--- src/rtl/core_pkg.sv ---
`default_nettype none

package core_pkg;

  typedef logic [31:0] word_t;       // Data and address word
  typedef logic [4:0]  reg_addr_t;
  typedef logic [1:0]  fwd_sel_t;    // EX operand source
  typedef logic [1:0]  result_src_t;

  // Writeback source
  localparam result_src_t RESULT_SRC_SELECT_ALU          = 2'b00;
  localparam result_src_t RESULT_SRC_SELECT_DMEM_RD_DATA = 2'b01;

  // Youngest producer carries the highest code
  localparam fwd_sel_t FWD_NONE = 2'b00;
  localparam fwd_sel_t FWD_WB   = 2'b01;
  localparam fwd_sel_t FWD_MEM2 = 2'b10;
  localparam fwd_sel_t FWD_MEM1 = 2'b11;

  localparam logic [6:0] OPC_OP     = 7'b0110011;
  localparam logic [6:0] OPC_OP_IMM = 7'b0010011;
  localparam logic [6:0] OPC_LOAD   = 7'b0000011;
  localparam logic [6:0] OPC_STORE  = 7'b0100011;
  localparam logic [6:0] OPC_BRANCH = 7'b1100011;

  localparam logic [2:0] F3_ADD  = 3'b000;  // Shared by ADDI and BEQ
  localparam logic [2:0] F3_WORD = 3'b010;  // LW and SW
  localparam logic [6:0] F7_ADD  = 7'b0000000;

  localparam word_t RESET_PC    = 32'h0000_0000;
  localparam word_t TRAP_VECTOR = 32'h0000_0200;

endpackage

`default_nettype wire

--- src/rtl/hazard_unit.sv ---
`timescale 1ns/1ps
`default_nettype none

module hazard_unit (
  input  core_pkg::reg_addr_t   ex_rs1_addr_i,
  input  core_pkg::reg_addr_t   ex_rs2_addr_i,
  input  core_pkg::reg_addr_t   mem1_rd_addr_i,
  input  core_pkg::reg_addr_t   mem2_rd_addr_i,
  input  core_pkg::reg_addr_t   wb_rd_addr_i,
  input  core_pkg::reg_addr_t   id_rs1_addr_i,
  input  core_pkg::reg_addr_t   id_rs2_addr_i,
  input  core_pkg::reg_addr_t   ex_rd_addr_i,
  input  core_pkg::result_src_t ex_result_src_i,
  input  logic                  ex_pc_src_i,
  input  logic                  id_trap_valid_i,
  input  logic                  ex_trap_valid_i,
  input  logic                  mem1_trap_valid_i,
  input  logic                  mem2_trap_valid_i,
  input  logic                  wb_trap_valid_i,
  output core_pkg::fwd_sel_t    ex_forward_a_o,
  output core_pkg::fwd_sel_t    ex_forward_b_o,
  output logic                  id_forward_a_o,
  output logic                  id_forward_b_o,
  output logic                  id_flush_o,
  output logic                  ex_flush_o,
  output logic                  mem1_flush_o,
  output logic                  mem2_flush_o,
  output logic                  wb_flush_o,
  output logic                  if_stall_o,
  output logic                  id_stall_o
);
  import core_pkg::*;

  logic load_use_stall;
  logic trap_past_id;  // Trap anywhere from EX to WB

  // Youngest matching producer wins
  function automatic fwd_sel_t pick_fwd(input reg_addr_t rs, input reg_addr_t mem1_rd,
                                        input reg_addr_t mem2_rd, input reg_addr_t wb_rd);
    fwd_sel_t sel;
    sel = FWD_NONE;
    if (rs != '0) begin
      if (rs == mem1_rd) sel = FWD_MEM1;
      else if (rs == mem2_rd) sel = FWD_MEM2;
      else if (rs == wb_rd) sel = FWD_WB;
    end
    return sel;
  endfunction

  assign ex_forward_a_o = pick_fwd(ex_rs1_addr_i, mem1_rd_addr_i, mem2_rd_addr_i, wb_rd_addr_i);
  assign ex_forward_b_o = pick_fwd(ex_rs2_addr_i, mem1_rd_addr_i, mem2_rd_addr_i, wb_rd_addr_i);

  // WB writes the register file in the same cycle ID reads it
  assign id_forward_a_o = (id_rs1_addr_i != '0) && (id_rs1_addr_i == wb_rd_addr_i);
  assign id_forward_b_o = (id_rs2_addr_i != '0) && (id_rs2_addr_i == wb_rd_addr_i);

  // Load data only exists from MEM1 on
  assign load_use_stall = (ex_result_src_i == RESULT_SRC_SELECT_DMEM_RD_DATA) &&
                          (ex_rd_addr_i != '0) &&
                          ((id_rs1_addr_i == ex_rd_addr_i) || (id_rs2_addr_i == ex_rd_addr_i));

  assign trap_past_id = ex_trap_valid_i | mem1_trap_valid_i | mem2_trap_valid_i | wb_trap_valid_i;

  assign id_flush_o   = ex_pc_src_i | (id_trap_valid_i & ~load_use_stall) | trap_past_id;
  assign ex_flush_o   = ex_pc_src_i | load_use_stall | trap_past_id;  // Bubble on load-use
  assign mem1_flush_o = mem1_trap_valid_i | mem2_trap_valid_i | wb_trap_valid_i;
  assign mem2_flush_o = mem2_trap_valid_i | wb_trap_valid_i;
  assign wb_flush_o   = wb_trap_valid_i;

  assign if_stall_o = load_use_stall;
  assign id_stall_o = load_use_stall;

endmodule

`default_nettype wire

--- src/rtl/fetch_stage.sv ---
`timescale 1ns/1ps
`default_nettype none

module fetch_stage (
  input  logic            clk_i,
  input  logic            reset_i,
  input  logic            stall_i,
  input  logic            flush_i,
  input  logic            branch_taken_i,
  input  core_pkg::word_t branch_target_i,
  input  logic            trap_redirect_i,
  input  core_pkg::word_t imem_data_i,
  output core_pkg::word_t imem_addr_o,
  output core_pkg::word_t id_instr_o,
  output core_pkg::word_t id_pc_o,
  output logic            id_valid_o
);
  import core_pkg::*;

  word_t pc_q;
  word_t pc_next;

  always_comb begin
    if (trap_redirect_i) pc_next = TRAP_VECTOR;  // WB trap beats everything
    else if (branch_taken_i) pc_next = branch_target_i;
    else if (stall_i) pc_next = pc_q;
    else pc_next = pc_q + 32'd4;
  end

  always_ff @(posedge clk_i) begin
    if (reset_i) pc_q <= RESET_PC;
    else pc_q <= pc_next;
  end

  assign imem_addr_o = pc_q;

  // A flush of the IF/ID register overrides the hold
  always_ff @(posedge clk_i) begin
    if (reset_i || flush_i) id_valid_o <= 1'b0;
    else if (!stall_i) id_valid_o <= 1'b1;
  end

  always_ff @(posedge clk_i) begin
    if (!stall_i) begin
      id_instr_o <= imem_data_i;
      id_pc_o    <= pc_q;
    end
  end

endmodule

`default_nettype wire

--- src/rtl/reg_file.sv ---
`timescale 1ns/1ps
`default_nettype none

module reg_file (
  input  logic                clk_i,
  input  core_pkg::reg_addr_t rs1_addr_i,
  input  core_pkg::reg_addr_t rs2_addr_i,
  input  core_pkg::reg_addr_t rd_addr_i,
  input  logic                we_i,
  input  core_pkg::word_t     rd_data_i,
  output core_pkg::word_t     rs1_data_o,
  output core_pkg::word_t     rs2_data_o
);
  import core_pkg::*;

  word_t regs [0:31];

  // All registers start at zero
  initial begin
    for (int i = 0; i < 32; i++) begin
      regs[i] = '0;
    end
  end

  always_ff @(posedge clk_i) begin
    if (we_i && (rd_addr_i != '0)) begin  // x0 stays zero
      regs[rd_addr_i] <= rd_data_i;
    end
  end

  assign rs1_data_o = regs[rs1_addr_i];
  assign rs2_data_o = regs[rs2_addr_i];

endmodule

`default_nettype wire

--- src/rtl/decode_stage.sv ---
`timescale 1ns/1ps
`default_nettype none

module decode_stage (
  input  logic                  clk_i,
  input  logic                  reset_i,
  input  logic                  stall_i,
  input  logic                  flush_i,
  input  core_pkg::word_t       instr_i,
  input  core_pkg::word_t       pc_i,
  input  logic                  valid_i,
  input  core_pkg::word_t       rs1_data_i,
  input  core_pkg::word_t       rs2_data_i,
  input  logic                  forward_a_i,
  input  logic                  forward_b_i,
  input  core_pkg::word_t       wb_data_i,
  output core_pkg::reg_addr_t   id_rs1_addr_o,
  output core_pkg::reg_addr_t   id_rs2_addr_o,
  output logic                  id_trap_o,
  output core_pkg::word_t       ex_pc_o,
  output core_pkg::reg_addr_t   ex_rs1_addr_o,
  output core_pkg::reg_addr_t   ex_rs2_addr_o,
  output core_pkg::reg_addr_t   ex_rd_addr_o,
  output core_pkg::word_t       ex_op_a_o,
  output core_pkg::word_t       ex_op_b_o,
  output core_pkg::word_t       ex_imm_o,
  output logic                  ex_alu_imm_o,
  output core_pkg::result_src_t ex_result_src_o,
  output logic                  ex_reg_write_o,
  output logic                  ex_mem_write_o,
  output logic                  ex_branch_o,
  output logic                  ex_trap_o,
  output logic                  ex_valid_o
);
  import core_pkg::*;

  logic [6:0] opcode;
  logic [2:0] funct3;
  logic [6:0] funct7;
  logic       is_add, is_addi, is_lw, is_sw, is_beq;
  logic       legal;
  logic       writes_rd;
  word_t      imm;

  assign opcode = instr_i[6:0];
  assign funct3 = instr_i[14:12];
  assign funct7 = instr_i[31:25];

  assign is_add  = (opcode == OPC_OP) && (funct3 == F3_ADD) && (funct7 == F7_ADD);
  assign is_addi = (opcode == OPC_OP_IMM) && (funct3 == F3_ADD);
  assign is_lw   = (opcode == OPC_LOAD) && (funct3 == F3_WORD);
  assign is_sw   = (opcode == OPC_STORE) && (funct3 == F3_WORD);
  assign is_beq  = (opcode == OPC_BRANCH) && (funct3 == F3_ADD);

  assign legal     = is_add | is_addi | is_lw | is_sw | is_beq;
  assign id_trap_o = valid_i & ~legal;
  assign writes_rd = valid_i & (is_add | is_addi | is_lw);

  // Unused operand fields read as x0 so they cause no false stall
  assign id_rs1_addr_o = (valid_i && legal) ? instr_i[19:15] : '0;
  assign id_rs2_addr_o = (valid_i && (is_add || is_sw || is_beq)) ? instr_i[24:20] : '0;

  always_comb begin
    if (is_sw) imm = {{20{instr_i[31]}}, instr_i[31:25], instr_i[11:7]};
    else if (is_beq) imm = {{19{instr_i[31]}}, instr_i[31], instr_i[7], instr_i[30:25],
                            instr_i[11:8], 1'b0};
    else imm = {{20{instr_i[31]}}, instr_i[31:20]};  // I-type
  end

  // A stall leaves a bubble in the ID/EX control
  always_ff @(posedge clk_i) begin
    if (reset_i || flush_i || stall_i) begin
      ex_valid_o      <= 1'b0;
      ex_trap_o       <= 1'b0;
      ex_reg_write_o  <= 1'b0;
      ex_mem_write_o  <= 1'b0;
      ex_branch_o     <= 1'b0;
      ex_result_src_o <= RESULT_SRC_SELECT_ALU;
      ex_rd_addr_o    <= '0;
      ex_rs1_addr_o   <= '0;
      ex_rs2_addr_o   <= '0;
    end else begin
      ex_valid_o      <= valid_i;
      ex_trap_o       <= id_trap_o;
      ex_reg_write_o  <= writes_rd;
      ex_mem_write_o  <= valid_i & is_sw;
      ex_branch_o     <= valid_i & is_beq;
      ex_result_src_o <= is_lw ? RESULT_SRC_SELECT_DMEM_RD_DATA : RESULT_SRC_SELECT_ALU;
      ex_rd_addr_o    <= writes_rd ? instr_i[11:7] : '0;
      ex_rs1_addr_o   <= id_rs1_addr_o;
      ex_rs2_addr_o   <= id_rs2_addr_o;
    end
  end

  always_ff @(posedge clk_i) begin
    ex_pc_o      <= pc_i;
    ex_op_a_o    <= forward_a_i ? wb_data_i : rs1_data_i;  // WB write in flight
    ex_op_b_o    <= forward_b_i ? wb_data_i : rs2_data_i;
    ex_imm_o     <= imm;
    ex_alu_imm_o <= is_addi | is_lw | is_sw;
  end

endmodule

`default_nettype wire

--- src/rtl/execute_stage.sv ---
`timescale 1ns/1ps
`default_nettype none

module execute_stage (
  input  logic                  clk_i,
  input  logic                  reset_i,
  input  logic                  flush_i,
  input  core_pkg::word_t       ex_pc_i,
  input  core_pkg::reg_addr_t   ex_rd_addr_i,
  input  core_pkg::word_t       ex_op_a_i,
  input  core_pkg::word_t       ex_op_b_i,
  input  core_pkg::word_t       ex_imm_i,
  input  logic                  ex_alu_imm_i,
  input  core_pkg::result_src_t ex_result_src_i,
  input  logic                  ex_reg_write_i,
  input  logic                  ex_mem_write_i,
  input  logic                  ex_branch_i,
  input  logic                  ex_trap_i,
  input  logic                  ex_valid_i,
  input  core_pkg::fwd_sel_t    forward_a_i,
  input  core_pkg::fwd_sel_t    forward_b_i,
  input  core_pkg::word_t       mem1_result_i,
  input  core_pkg::word_t       mem2_result_i,
  input  core_pkg::word_t       wb_result_i,
  output logic                  pc_src_o,
  output core_pkg::word_t       branch_target_o,
  output core_pkg::word_t       mem1_pc_o,
  output core_pkg::word_t       mem1_alu_o,
  output core_pkg::word_t       mem1_store_data_o,
  output core_pkg::reg_addr_t   mem1_rd_addr_o,
  output core_pkg::result_src_t mem1_result_src_o,
  output logic                  mem1_reg_write_o,
  output logic                  mem1_mem_write_o,
  output logic                  mem1_trap_o,
  output logic                  mem1_valid_o
);
  import core_pkg::*;

  word_t op_a;
  word_t op_b;
  word_t alu_result;

  function automatic word_t fwd_mux(input fwd_sel_t sel, input word_t id_val,
                                    input word_t mem1, input word_t mem2, input word_t wb);
    case (sel)
      FWD_MEM1: return mem1;
      FWD_MEM2: return mem2;
      FWD_WB:   return wb;
      default:  return id_val;
    endcase
  endfunction

  assign op_a = fwd_mux(forward_a_i, ex_op_a_i, mem1_result_i, mem2_result_i, wb_result_i);
  assign op_b = fwd_mux(forward_b_i, ex_op_b_i, mem1_result_i, mem2_result_i, wb_result_i);

  // Same adder for ADD, ADDI and load/store addresses
  assign alu_result = op_a + (ex_alu_imm_i ? ex_imm_i : op_b);

  assign pc_src_o        = ex_valid_i && ex_branch_i && (op_a == op_b);
  assign branch_target_o = ex_pc_i + ex_imm_i;

  always_ff @(posedge clk_i) begin
    if (reset_i || flush_i) begin
      mem1_valid_o      <= 1'b0;
      mem1_trap_o       <= 1'b0;
      mem1_reg_write_o  <= 1'b0;
      mem1_mem_write_o  <= 1'b0;
      mem1_result_src_o <= RESULT_SRC_SELECT_ALU;
      mem1_rd_addr_o    <= '0;
    end else begin
      mem1_valid_o      <= ex_valid_i;
      mem1_trap_o       <= ex_trap_i;
      mem1_reg_write_o  <= ex_reg_write_i;
      mem1_mem_write_o  <= ex_mem_write_i;
      mem1_result_src_o <= ex_result_src_i;
      mem1_rd_addr_o    <= ex_rd_addr_i;
    end
  end

  always_ff @(posedge clk_i) begin
    mem1_pc_o         <= ex_pc_i;
    mem1_alu_o        <= alu_result;
    mem1_store_data_o <= op_b;  // Forwarded rs2
  end

endmodule

`default_nettype wire

--- src/rtl/memory_writeback.sv ---
`timescale 1ns/1ps
`default_nettype none

module memory_writeback (
  input  logic                  clk_i,
  input  logic                  reset_i,
  input  logic                  mem1_flush_i,
  input  logic                  mem2_flush_i,
  input  logic                  wb_flush_i,
  input  core_pkg::word_t       mem1_pc_i,
  input  core_pkg::word_t       mem1_alu_i,
  input  core_pkg::word_t       mem1_store_data_i,
  input  core_pkg::reg_addr_t   mem1_rd_addr_i,
  input  core_pkg::result_src_t mem1_result_src_i,
  input  logic                  mem1_reg_write_i,
  input  logic                  mem1_mem_write_i,
  input  logic                  mem1_trap_i,
  input  logic                  mem1_valid_i,
  input  core_pkg::word_t       dmem_rdata_i,
  output core_pkg::word_t       dmem_addr_o,
  output core_pkg::word_t       dmem_wdata_o,
  output logic                  dmem_we_o,
  output core_pkg::word_t       mem1_result_o,
  output core_pkg::word_t       mem2_result_o,
  output core_pkg::reg_addr_t   mem2_rd_addr_o,
  output core_pkg::word_t       wb_result_o,
  output core_pkg::reg_addr_t   wb_rd_addr_o,
  output logic                  mem2_trap_o,
  output logic                  wb_trap_o,
  output logic                  wb_reg_write_o,
  output logic                  retire_valid_o,
  output core_pkg::word_t       retire_pc_o,
  output logic                  retire_trap_o,
  output core_pkg::reg_addr_t   retire_rd_o,
  output core_pkg::word_t       retire_data_o
);
  import core_pkg::*;

  logic  mem2_valid;
  logic  mem2_reg_write;
  word_t mem2_pc;
  logic  wb_valid;
  word_t wb_pc;

  assign dmem_addr_o  = mem1_alu_i;
  assign dmem_wdata_o = mem1_store_data_i;
  // A trap here or further down kills the store
  assign dmem_we_o    = mem1_valid_i & mem1_mem_write_i & ~mem1_flush_i;

  assign mem1_result_o = (mem1_result_src_i == RESULT_SRC_SELECT_DMEM_RD_DATA) ?
                         dmem_rdata_i : mem1_alu_i;

  always_ff @(posedge clk_i) begin
    if (reset_i || mem2_flush_i) begin
      mem2_valid     <= 1'b0;
      mem2_trap_o    <= 1'b0;
      mem2_reg_write <= 1'b0;
      mem2_rd_addr_o <= '0;
    end else begin
      mem2_valid     <= mem1_valid_i;
      mem2_trap_o    <= mem1_trap_i;
      mem2_reg_write <= mem1_reg_write_i;
      mem2_rd_addr_o <= mem1_rd_addr_i;
    end
  end

  always_ff @(posedge clk_i) begin
    if (reset_i || wb_flush_i) begin
      wb_valid       <= 1'b0;
      wb_trap_o      <= 1'b0;
      wb_reg_write_o <= 1'b0;
      wb_rd_addr_o   <= '0;
    end else begin
      wb_valid       <= mem2_valid;
      wb_trap_o      <= mem2_trap_o;
      wb_reg_write_o <= mem2_reg_write;
      wb_rd_addr_o   <= mem2_rd_addr_o;
    end
  end

  always_ff @(posedge clk_i) begin
    mem2_pc       <= mem1_pc_i;
    mem2_result_o <= mem1_result_o;
    wb_pc         <= mem2_pc;
    wb_result_o   <= mem2_result_o;
  end

  assign retire_valid_o = wb_valid;
  assign retire_pc_o    = wb_pc;
  assign retire_trap_o  = wb_trap_o;
  assign retire_rd_o    = wb_rd_addr_o;
  assign retire_data_o  = wb_reg_write_o ? wb_result_o : '0;  // Zero when nothing written

endmodule

`default_nettype wire

--- src/rtl/pipeline_core.sv ---
`timescale 1ns/1ps
`default_nettype none

module pipeline_core (
  input  logic                clk_i,
  input  logic                reset_i,
  output core_pkg::word_t     imem_addr_o,
  input  core_pkg::word_t     imem_data_i,
  output core_pkg::word_t     dmem_addr_o,
  output core_pkg::word_t     dmem_wdata_o,
  output logic                dmem_we_o,
  input  core_pkg::word_t     dmem_rdata_i,
  output logic                retire_valid_o,
  output core_pkg::word_t     retire_pc_o,
  output logic                retire_trap_o,
  output core_pkg::reg_addr_t retire_rd_o,
  output core_pkg::word_t     retire_data_o
);
  import core_pkg::*;

  word_t       id_instr, id_pc;
  logic        id_valid, id_trap;
  reg_addr_t   id_rs1_addr, id_rs2_addr;
  word_t       rs1_data, rs2_data;
  word_t       ex_pc, ex_op_a, ex_op_b, ex_imm;
  reg_addr_t   ex_rs1_addr, ex_rs2_addr, ex_rd_addr;
  result_src_t ex_result_src;
  logic        ex_alu_imm, ex_reg_write, ex_mem_write, ex_branch, ex_trap, ex_valid;
  logic        pc_src;
  word_t       branch_target;
  word_t       mem1_pc, mem1_alu, mem1_store_data, mem1_result;
  reg_addr_t   mem1_rd_addr;
  result_src_t mem1_result_src;
  logic        mem1_reg_write, mem1_mem_write, mem1_trap, mem1_valid;
  word_t       mem2_result, wb_result;
  reg_addr_t   mem2_rd_addr, wb_rd_addr;
  logic        mem2_trap, wb_trap, wb_reg_write;
  fwd_sel_t    ex_forward_a, ex_forward_b;
  logic        id_forward_a, id_forward_b;
  logic        id_flush, ex_flush, mem1_flush, mem2_flush, wb_flush;
  logic        if_stall, id_stall;

  fetch_stage u_fetch (
    .clk_i(clk_i), .reset_i(reset_i), .stall_i(if_stall), .flush_i(id_flush),
    .branch_taken_i(pc_src), .branch_target_i(branch_target),
    .trap_redirect_i(wb_trap),  // Trap commits in WB
    .imem_data_i(imem_data_i), .imem_addr_o(imem_addr_o),
    .id_instr_o(id_instr), .id_pc_o(id_pc), .id_valid_o(id_valid)
  );

  reg_file u_regs (
    .clk_i(clk_i), .rs1_addr_i(id_rs1_addr), .rs2_addr_i(id_rs2_addr),
    .rd_addr_i(wb_rd_addr), .we_i(wb_reg_write), .rd_data_i(wb_result),
    .rs1_data_o(rs1_data), .rs2_data_o(rs2_data)
  );

  decode_stage u_decode (
    .clk_i(clk_i), .reset_i(reset_i), .stall_i(id_stall), .flush_i(ex_flush),
    .instr_i(id_instr), .pc_i(id_pc), .valid_i(id_valid),
    .rs1_data_i(rs1_data), .rs2_data_i(rs2_data),
    .forward_a_i(id_forward_a), .forward_b_i(id_forward_b), .wb_data_i(wb_result),
    .id_rs1_addr_o(id_rs1_addr), .id_rs2_addr_o(id_rs2_addr), .id_trap_o(id_trap),
    .ex_pc_o(ex_pc), .ex_rs1_addr_o(ex_rs1_addr), .ex_rs2_addr_o(ex_rs2_addr),
    .ex_rd_addr_o(ex_rd_addr), .ex_op_a_o(ex_op_a), .ex_op_b_o(ex_op_b), .ex_imm_o(ex_imm),
    .ex_alu_imm_o(ex_alu_imm), .ex_result_src_o(ex_result_src),
    .ex_reg_write_o(ex_reg_write), .ex_mem_write_o(ex_mem_write),
    .ex_branch_o(ex_branch), .ex_trap_o(ex_trap), .ex_valid_o(ex_valid)
  );

  execute_stage u_execute (
    .clk_i(clk_i), .reset_i(reset_i), .flush_i(mem1_flush),
    .ex_pc_i(ex_pc), .ex_rd_addr_i(ex_rd_addr), .ex_op_a_i(ex_op_a), .ex_op_b_i(ex_op_b),
    .ex_imm_i(ex_imm), .ex_alu_imm_i(ex_alu_imm), .ex_result_src_i(ex_result_src),
    .ex_reg_write_i(ex_reg_write), .ex_mem_write_i(ex_mem_write),
    .ex_branch_i(ex_branch), .ex_trap_i(ex_trap), .ex_valid_i(ex_valid),
    .forward_a_i(ex_forward_a), .forward_b_i(ex_forward_b),
    .mem1_result_i(mem1_result), .mem2_result_i(mem2_result), .wb_result_i(wb_result),
    .pc_src_o(pc_src), .branch_target_o(branch_target),
    .mem1_pc_o(mem1_pc), .mem1_alu_o(mem1_alu), .mem1_store_data_o(mem1_store_data),
    .mem1_rd_addr_o(mem1_rd_addr), .mem1_result_src_o(mem1_result_src),
    .mem1_reg_write_o(mem1_reg_write), .mem1_mem_write_o(mem1_mem_write),
    .mem1_trap_o(mem1_trap), .mem1_valid_o(mem1_valid)
  );

  memory_writeback u_memwb (
    .clk_i(clk_i), .reset_i(reset_i),
    .mem1_flush_i(mem1_flush), .mem2_flush_i(mem2_flush), .wb_flush_i(wb_flush),
    .mem1_pc_i(mem1_pc), .mem1_alu_i(mem1_alu), .mem1_store_data_i(mem1_store_data),
    .mem1_rd_addr_i(mem1_rd_addr), .mem1_result_src_i(mem1_result_src),
    .mem1_reg_write_i(mem1_reg_write), .mem1_mem_write_i(mem1_mem_write),
    .mem1_trap_i(mem1_trap), .mem1_valid_i(mem1_valid), .dmem_rdata_i(dmem_rdata_i),
    .dmem_addr_o(dmem_addr_o), .dmem_wdata_o(dmem_wdata_o), .dmem_we_o(dmem_we_o),
    .mem1_result_o(mem1_result), .mem2_result_o(mem2_result),
    .mem2_rd_addr_o(mem2_rd_addr), .wb_result_o(wb_result), .wb_rd_addr_o(wb_rd_addr),
    .mem2_trap_o(mem2_trap), .wb_trap_o(wb_trap), .wb_reg_write_o(wb_reg_write),
    .retire_valid_o(retire_valid_o), .retire_pc_o(retire_pc_o),
    .retire_trap_o(retire_trap_o), .retire_rd_o(retire_rd_o), .retire_data_o(retire_data_o)
  );

  hazard_unit u_hazard (
    .ex_rs1_addr_i(ex_rs1_addr), .ex_rs2_addr_i(ex_rs2_addr),
    .mem1_rd_addr_i(mem1_rd_addr), .mem2_rd_addr_i(mem2_rd_addr), .wb_rd_addr_i(wb_rd_addr),
    .id_rs1_addr_i(id_rs1_addr), .id_rs2_addr_i(id_rs2_addr), .ex_rd_addr_i(ex_rd_addr),
    .ex_result_src_i(ex_result_src), .ex_pc_src_i(pc_src),
    .id_trap_valid_i(id_trap), .ex_trap_valid_i(ex_trap), .mem1_trap_valid_i(mem1_trap),
    .mem2_trap_valid_i(mem2_trap), .wb_trap_valid_i(wb_trap),
    .ex_forward_a_o(ex_forward_a), .ex_forward_b_o(ex_forward_b),
    .id_forward_a_o(id_forward_a), .id_forward_b_o(id_forward_b),
    .id_flush_o(id_flush), .ex_flush_o(ex_flush), .mem1_flush_o(mem1_flush),
    .mem2_flush_o(mem2_flush), .wb_flush_o(wb_flush),
    .if_stall_o(if_stall), .id_stall_o(id_stall)
  );

endmodule

`default_nettype wire

--- config.mk ---
export PLATFORM = sky130hd
export DESIGN_NAME = pipeline_core
export DESIGN_NICKNAME = d
export VERILOG_FILES = /design/src/rtl/core_pkg.sv /design/src/rtl/hazard_unit.sv /design/src/rtl/fetch_stage.sv /design/src/rtl/reg_file.sv /design/src/rtl/decode_stage.sv /design/src/rtl/execute_stage.sv /design/src/rtl/memory_writeback.sv /design/src/rtl/pipeline_core.sv
export SDC_FILE = /design/constraint.sdc
export NUM_CORES = 2
export LEC_CHECK = 0
export BUFFER_PORTS_ARGS = -buffer_cell sky130_fd_sc_hd__buf_2
export CAP_MARGIN = 10
export CORE_ASPECT_RATIO = 1.25
export CORE_MARGIN = 2
export CORE_UTILIZATION = 28
export CTS_CLUSTER_DIAMETER = 50
export DETAILED_ROUTE_END_ITERATION = 16
export RECOVER_POWER = 50
export SLEW_MARGIN = 10
export SYNTH_ARGS = -nofsm -noshare
export SYNTH_HDL_FRONTEND = slang
export SYNTH_HIERARCHICAL = 1
export SYNTH_SLANG_ARGS = --single-unit
--- constraint.sdc ---
create_clock -name clk_i -period 4.7 [get_ports clk_i]
set_clock_uncertainty 0.05 [all_clocks]
set_input_delay 0.47 -clock clk_i [delete_from_list [all_inputs] [get_ports clk_i]]
set_output_delay 0.47 -clock clk_i [all_outputs]
set_load 0.01 [all_outputs]
## Word level (Yosys, flattened, before mapping)

Memories as Yosys holds them, arrays and structs flattened.
Index checks and enable logic that the tools add are counted.

- Bits in registers: 480
- RAM bits: 1024
- Input port bits: 66
- Output and inout port bits: 168
- Logic and storage cells: 157
- Memories: 1

- Add/sub/neg operators: 3
- Equal/unequal tests: 27
- Multiplexer cells: 25
- Bitwise logic cells: 27
- Reductions and logical operators: 34

Memory list:

| memory | words | width | read ports | clocked after memory_dff | write ports | RTL line | source |
|---|---|---|---|---|---|---|---|
| u_regs.regs | 32 | 32 | 2 | 0 | 1 | reg_file.sv:16 | `word_t regs [0:31];` |

Operator list:

| kind | count |
|---|---|
| 2-to-1 mux 32 bit | 7 |
| case mux 32 bit (3 select lines) | 2 |
| adder 32 bit | 2 |
| == test 5 bit | 10 |
| adder 32 x 3 -> 32 bit (second input constant) | 1 |
| == test 32 bit | 1 |
| nonzero test 5 bit | 6 |
| 2-to-1 mux 12 bit | 2 |
| OR 1 bit | 16 |
| logical AND 1 bit | 15 |
| == test 7 x 6 -> 1 bit (second input constant) | 2 |
| 2-to-1 mux 2 bit | 6 |
| 2-to-1 mux 10 bit | 1 |
| 2-to-1 mux 5 bit | 2 |
| logical OR 1 bit | 9 |
| == test 2 x 1 -> 1 bit (second input constant) | 4 |
| == test 2 bit (second input constant) | 4 |
| AND 1 bit | 7 |
| == test 7 x 2 -> 1 bit (second input constant) | 1 |
| == test 7 x 5 -> 1 bit (second input constant) | 1 |
| == test 7 bit (second input constant) | 1 |
| logical NOT 7 bit | 1 |
| 2-to-1 mux 1 bit | 5 |
| NOT 1 bit | 4 |
| other kinds (5) | 6 |

## Depth between registers and ports, before layout

- Depth in word-level cells: 17
- Depth in mapped cells: 20

## Modules after synthesis

Netlist, hierarchy kept.

Modules (own cells, without submodules):

| module | times used | cells an instance | area each (µm²) | seq. area each (µm²) |
|---|---|---|---|---|
| reg_file | 1 | 3386 | 48756.8 | 30749.5 |
| execute_stage | 1 | 720 | 7687.4 | 2142.1 |
| memory_writeback | 1 | 306 | 4292.9 | 2882.8 |
| decode_stage | 1 | 307 | 4111.4 | 2622.5 |
| fetch_stage | 1 | 280 | 3687.3 | 2582.5 |
| hazard_unit | 1 | 104 | 734.5 | 0.0 |

## Worst setup path after synthesis

No wires, ideal clock.

- Path type: reg2reg
- From: register u_memwb.wb_rd_addr_o[4] (netlist: u_memwb/retire_rd_o[4])
- To: register u_execute.mem1_alu_o[24]
- Arrival time: 4884 ps
- Slack: -361 ps
- Stages on the path, launching flop included: 21
- Buffers on the path: 4
- Path through: dfxtp_1 > buf_4 > clkbuf_1 > xor2_1 > nor3_1 > o211ai_1 > a21oi_1 > clkbuf_1 > buf_2 > mux4_2 > mux2_2 > ha_1 > fa_1 > a21o_1 > a221o_1 > a221oi_2 > a2bb2oi_2 > a21o_2 > a21oi_1 > o21ai_0 > xor2_1

- Longest elaborated chain between the ends: 9
- Elaborated cells between the ends (all ways): 20
- Classes of those cells: add/sub (1); eq/ne (8); mux (11)

RTL lines:

| element | RTL line | source |
|---|---|---|
| start: declaration | memory_writeback.sv:27 | `output core_pkg::reg_addr_t wb_rd_addr_o,` |
| start signal: assignment | memory_writeback.sv:77 | `wb_rd_addr_o <= mem2_rd_addr_o;` |
| == test 5 bit * | hazard_unit.sv:45 | `else if (rs == wb_rd) sel = FWD_WB;` |
| 2-to-1 mux 1 bit * | hazard_unit.sv:45 |  |
| 2-to-1 mux 2 bit * | hazard_unit.sv:44 | `else if (rs == mem2_rd) sel = FWD_MEM2;` |
| 2-to-1 mux 2 bit * | hazard_unit.sv:43 | `if (rs == mem1_rd) sel = FWD_MEM1;` |
| 2-to-1 mux 2 bit * | hazard_unit.sv:42 | `if (rs != '0) begin` |
| net ex_forward_b[0] | pipeline_core.sv:38 | `fwd_sel_t ex_forward_a, ex_forward_b;` |
| == test 2 x 1 -> 1 bit or == test 2 bit (tied branches) | execute_stage.sv:45 | `case (sel)` |
| case mux 32 bit (3 select lines) * | execute_stage.sv:45 |  |
| net u_execute.op_b[0] | execute_stage.sv:40 | `word_t op_b;` |
| 2-to-1 mux 32 bit * | execute_stage.sv:57 | `assign alu_result = op_a + (ex_alu_imm_i ? ex_imm_i : op_b);` |
| adder 32 bit * | execute_stage.sv:57 |  |
| net u_execute.alu_result[24] | execute_stage.sv:41 | `word_t alu_result;` |
| end signal: assignment | execute_stage.sv:82 | `mem1_alu_o <= alu_result;` |
| end: declaration | execute_stage.sv:28 | `output core_pkg::word_t mem1_alu_o,` |

The timed path passes the listed nets; every way through them passes the cells marked *.
A chain may end at the register's enable or synchronous reset.

## Final worst setup path

- From: register u_decode.ex_rs2_addr_o[0]
- To: register u_execute.mem1_alu_o[30]

- Longest elaborated chain between the ends: 9
- Elaborated cells between the ends (all ways): 14
- Classes of those cells: add/sub (1); eq/ne (6); mux (6); reduce/logical (1)

RTL lines:

| element | RTL line | source |
|---|---|---|
| start: declaration | decode_stage.sv:22 | `output core_pkg::reg_addr_t ex_rs2_addr_o,` |
| start signal: assignment | decode_stage.sv:91 | `ex_rs2_addr_o <= id_rs2_addr_o;` |
| == test 5 bit | hazard_unit.sv:45 |  |
| 2-to-1 mux 1 bit | hazard_unit.sv:45 |  |
| 2-to-1 mux 2 bit | hazard_unit.sv:44 |  |
| 2-to-1 mux 2 bit | hazard_unit.sv:43 |  |
| 2-to-1 mux 2 bit * | hazard_unit.sv:42 |  |
| net ex_forward_b[0] | pipeline_core.sv:38 |  |
| == test 2 x 1 -> 1 bit or == test 2 bit (tied branches) | execute_stage.sv:45 |  |
| case mux 32 bit (3 select lines) * | execute_stage.sv:45 |  |
| net u_execute.op_b[0] | execute_stage.sv:40 |  |
| 2-to-1 mux 32 bit * | execute_stage.sv:57 |  |
| adder 32 bit * | execute_stage.sv:57 |  |
| net u_execute.alu_result[30] | execute_stage.sv:41 |  |

Marked as above.

==> summary.md <==
| Metric | Value |
|---|---|
| Flops & latches, synth | `~1500` |
| IO Pins | `234` |
| Detailed Route WL | `223000 um` |
| Clk slew on worst S/H paths | `approximately 60 ps` |
| Maximum clock frequency | `212 MHz` |
| Critical path fanouts, max | `4` |
| Ys async rst share | `0%` |
| Drt drc | `0` |
| CTS tree | `done` |
| Worst setup EP type | `register` |
| Die W | `around 450 um` |
| Grt ovf | `0` |
| Synth Cell Area | `69300 um^2` |
| First-pass GRT wire length | `320000 um` |
| Relative slew slack | `-27.5%` |
| Sequential share of power | `48.9%` |
| CP Cell Sequence | `buf_4 -> xnor2_1 -> nand3_1 -> o211ai_1 -> a21oi_4 -> mux4_2 -> mux2_4 -> ha_4 -> fa_2 -> a21o_1 -> a221o_1 -> a221oi_4 -> buf_6 -> a2bb2oi_4 -> a211o_1 -> a31o_1 -> a21oi_2 -> xnor2_1` |
| Commonest non-fill, non-tap cell in the layout | `edfxtp_1` |
| Worst-Margin Slew | `1910 ps` |
| Most frequent cells in the layout | `1088 x edfxtp_1, 1030 x mux2i_1, 409 x dfxtp_1, 269 x a21oi_1, 241 x nand2_1` |
| RSZ-0062 raised after global routing | `yes` |
| Final Net Count | `5643` |
| # port buffers | `between 200 and 250` |
| DR vias/cell | `a little over 5` |
| Die area | `251000 um^2` |
| Non-Filler Instances | `between 8000 and 9000` |
| Status | `finished with violations` |
| Core Box Area | `between 200000 and 250000 um^2` |
| Yosys warns | `6` |
| Sum Neg Setup Slack | `-26.9 ps` |
| Ratio of final minimum period to clock period | `101%` |
| Post-Place Worst Slack | `-109 ps` |
| Via count of the first global-routing pass | `47000` |
| Total clock sinks | `1503` |
| Max incr delay on CP | `approximately 570 ps` |
| Internal | `25.3 mW` |
| Switching power of the nets | `between 9 and 10 mW` |
| Mean Syn Cell Area | `13.6 um^2` |
| Most used DFF post-synth | `edfxtp_1` |
| PwrDens | `~430 nW/um^2` |
| Critical path class | `register to register` |
| Setup violators final | `1` |
| Worst Path Required | `5370 ps` |
| Crit path top cell by count | `xnor2_1` |
| Max clock buf depth | `3` |
| Logic pwr share | `17.0%` |
| Arr. time, crit path | `roughly 5400 ps` |
| Switch share | `27.6%` |
| Slowest CP cell | `mux4_2` |
| Startpoint Class | `register` |
| Number of flops mapped to enable cells by yosys | `1088` |
| Worst Hold Class | `register to register` |
| Starting density of the core | `28.1%` |
| Synth-to-Final Area Change | `17.3%` |
| Placed cell count | `8585` |
| Largest net degree at the start of global routing | `60` |
| Num CTS Buffers | `about 150` |
| Share of cells above drive strength 1 | `between 15 and 20%` |
| Routed via count | `46000` |
| Clk Latency, worst-skew pair | `slightly above 800 ps` |
| Netlist cell types | `92` |
| Register area share after synthesis | `between 50 and 60%` |
| # rows | `between 200 and 250` |
| Clock network fraction of design power | `34.1%` |
| Post-synthesis cell count | `5103` |
| Initial antenna violation count | `6` |
| Max H-tree Level | `4` |
| Final slew viol count | `810` |
| Overall power | `around 35 mW` |
| Endpoints failing hold | `0` |
| Final worst setup slack | `-26.9 ps` |
| Overall routing resource usage | `17.1%` |
| WL per Instance | `24.9 um` |
| 1st-iter DRT viols | `3474` |
| CTS root buffer | `clkbuf_16` |
| Worst VDD drop | `just under 0.4 mV` |
| Leak | `26.5 nW` |
| Post-DRT Antenna Nets | `0` |
| Tmin final | `4730 ps` |
| Worst hold slack | `273 ps` |
| Violated checks | `max-capacitance violations, max-slew violations, negative setup slack` |
| Gpl congestion | `~0.94` |
| Dpl hpwl | `146000 um` |
| TritonRoute pass-1 iters | `6` |
| Max-cap violations | `23` |
| Die span in y | `560 um` |
through the flow:
stage | utilization, % | cell area (um^2)
2_1_floorplan | - | 69400
3_3_place_gp | 30.7 | 75800
3_5_place_dp | 30.7 | 75800
6_report | 32.9 | 81200
5_1_grt | 32.9 | 81200
4_1_cts | 33.0 | 81300
cells by family (layout without fill, tap and decap cells):
kind of cell | Yosys count | after routing | share of synthesized area (%)
xor+xnor | 169 | 169 | 2.14
fa+ha+maj | 65 | 65 | 1.20
buf+inv | 441 | 941 | 3.85
simple gates | 875 | 875 | 6.35
flops | 1503 | 1503 | 59.2
other cells | 2 | 36 | 0.0108
compound gates | 823 | 823 | 8.04
mux | 1225 | 1225 | 19.3
synthesized netlist by cell type (34+ instances only):
library cell / number / area (um^2)
buf_6: 40 / 450
a21oi_1: 275 / 1380
clkbuf_1: 122 / 458
mux2i_1: 1030 / 10300
a21o_1: 34 / 255
nand3_1: 224 / 1120
a22oi_1: 193 / 1450
nor3_1: 94 / 470
dfxtp_1: 415 / 8310
edfxtp_1: 1088 / 32700
mux4_2: 64 / 1440
a31oi_1: 71 / 444
buf_2: 70 / 350
buf_4: 149 / 1120
nor2_1: 92 / 345
ha_1: 63 / 788
xor2_1: 82 / 718
mux2_2: 101 / 1140
a22o_1: 128 / 1120
xnor2_1: 87 / 762
and3_1: 44 / 275
and2_1: 67 / 419
o21ai_0: 42 / 210
nand2_1: 243 / 912
path summary, 6_finish.rpt:
| check | startpoint | end | slack (ps) | cells after the start |
|---|---|---|---|---|
| max reg2reg | u_decode/ex_rs2_addr_o[0] | u_execute/mem1_alu_o[30] | -30 | 18 |
| min reg2reg | u_execute/mem1_pc_o[11] | u_memwb/mem2_pc[11] | 270 | 0 |
| max | u_decode/ex_rs2_addr_o[0] | u_execute/mem1_alu_o[30] | -30 | 18 |
| min | u_execute/mem1_pc_o[11] | u_memwb/mem2_pc[11] | 270 | 0 |
sequential cells by signal, summed over array words and instances, names as in the netlist, 5 cells and up, named ones only:
name	cells
u_decode/ex_imm_o	13
u_decode/ex_op_a_o	32
u_decode/ex_op_b_o	32
u_decode/ex_pc_o	32
u_decode/ex_rd_addr_o	5
u_decode/ex_rs1_addr_o	5
u_decode/ex_rs2_addr_o	5
u_execute/mem1_alu_o	32
u_execute/mem1_pc_o	32
u_execute/mem1_rd_addr_o	5
u_execute/mem1_store_data_o	32
u_fetch/id_instr_o	32
u_fetch/id_pc_o	32
u_fetch/imem_addr_o	30
u_memwb/mem2_pc	32
u_memwb/mem2_rd_addr_o	5
u_memwb/mem2_result_o	32
u_memwb/retire_pc_o	32
u_memwb/retire_rd_o	5
u_memwb/wb_result_o	32
u_regs/regs	1024
what timing repair did:
action,in CTS,in global routing
buffers inserted,3,7
endpoints found under the setup margin,14,28
hold buffers,65,0
endpoints found under the hold margin,66,0
pin swaps,4,16
resized for setup,7,30
metal layers:
| metal | vias up | track usage, % | part of all wire [%] |
|---|---|---|---|
| met1 | 23400 | 19.6 | 38 |
| met3 | 514 | 3.46 | 7.0 |
| met4 | 0 | 7.92 | 4.9 |
| met5 | - | 0 | 0 |
| li1 | 20200 | - | - |
| met2 | 1909 | 30.2 | 50 |
worst max-delay path: cells and delay by family (launching register included):
| family | cells | cell delay (ps) |
|---|---|---|
| adders and majority gates | 2 | 520 |
| AOI/OAI and AO/OA | 9 | 2210 |
| muxes | 2 | 880 |
| and+or+nand+nor | 1 | 100 |
| buffers and inverters | 2 | 300 |
| DFF | 1 | 350 |
| xor gates and xnor gates | 2 | 240 |
power groups by stage:
stage               combinational (mW)  sequential, mW  clock (mW)
finish                            5.93            17.1        11.9
global placement                  5.80            17.2           0
detailed placement                5.87            17.2           0
global route                      6.37            17.1        12.6
CTS                               5.98            16.9        12.1
floorplan                         2.92            17.7           0
final cells by class:
type                       instances  area, um^2
timing repair buffer             640        5050
fill                           24300      165000
clock buffer                     204        4140
antenna                            3        7.51
tap                             3296        4120
sequential                      1503       41000
clock inverter                    66         679
multi-input combinational       3190       26100
inverter                          31         116
Power figures use the tool's default switching activity.
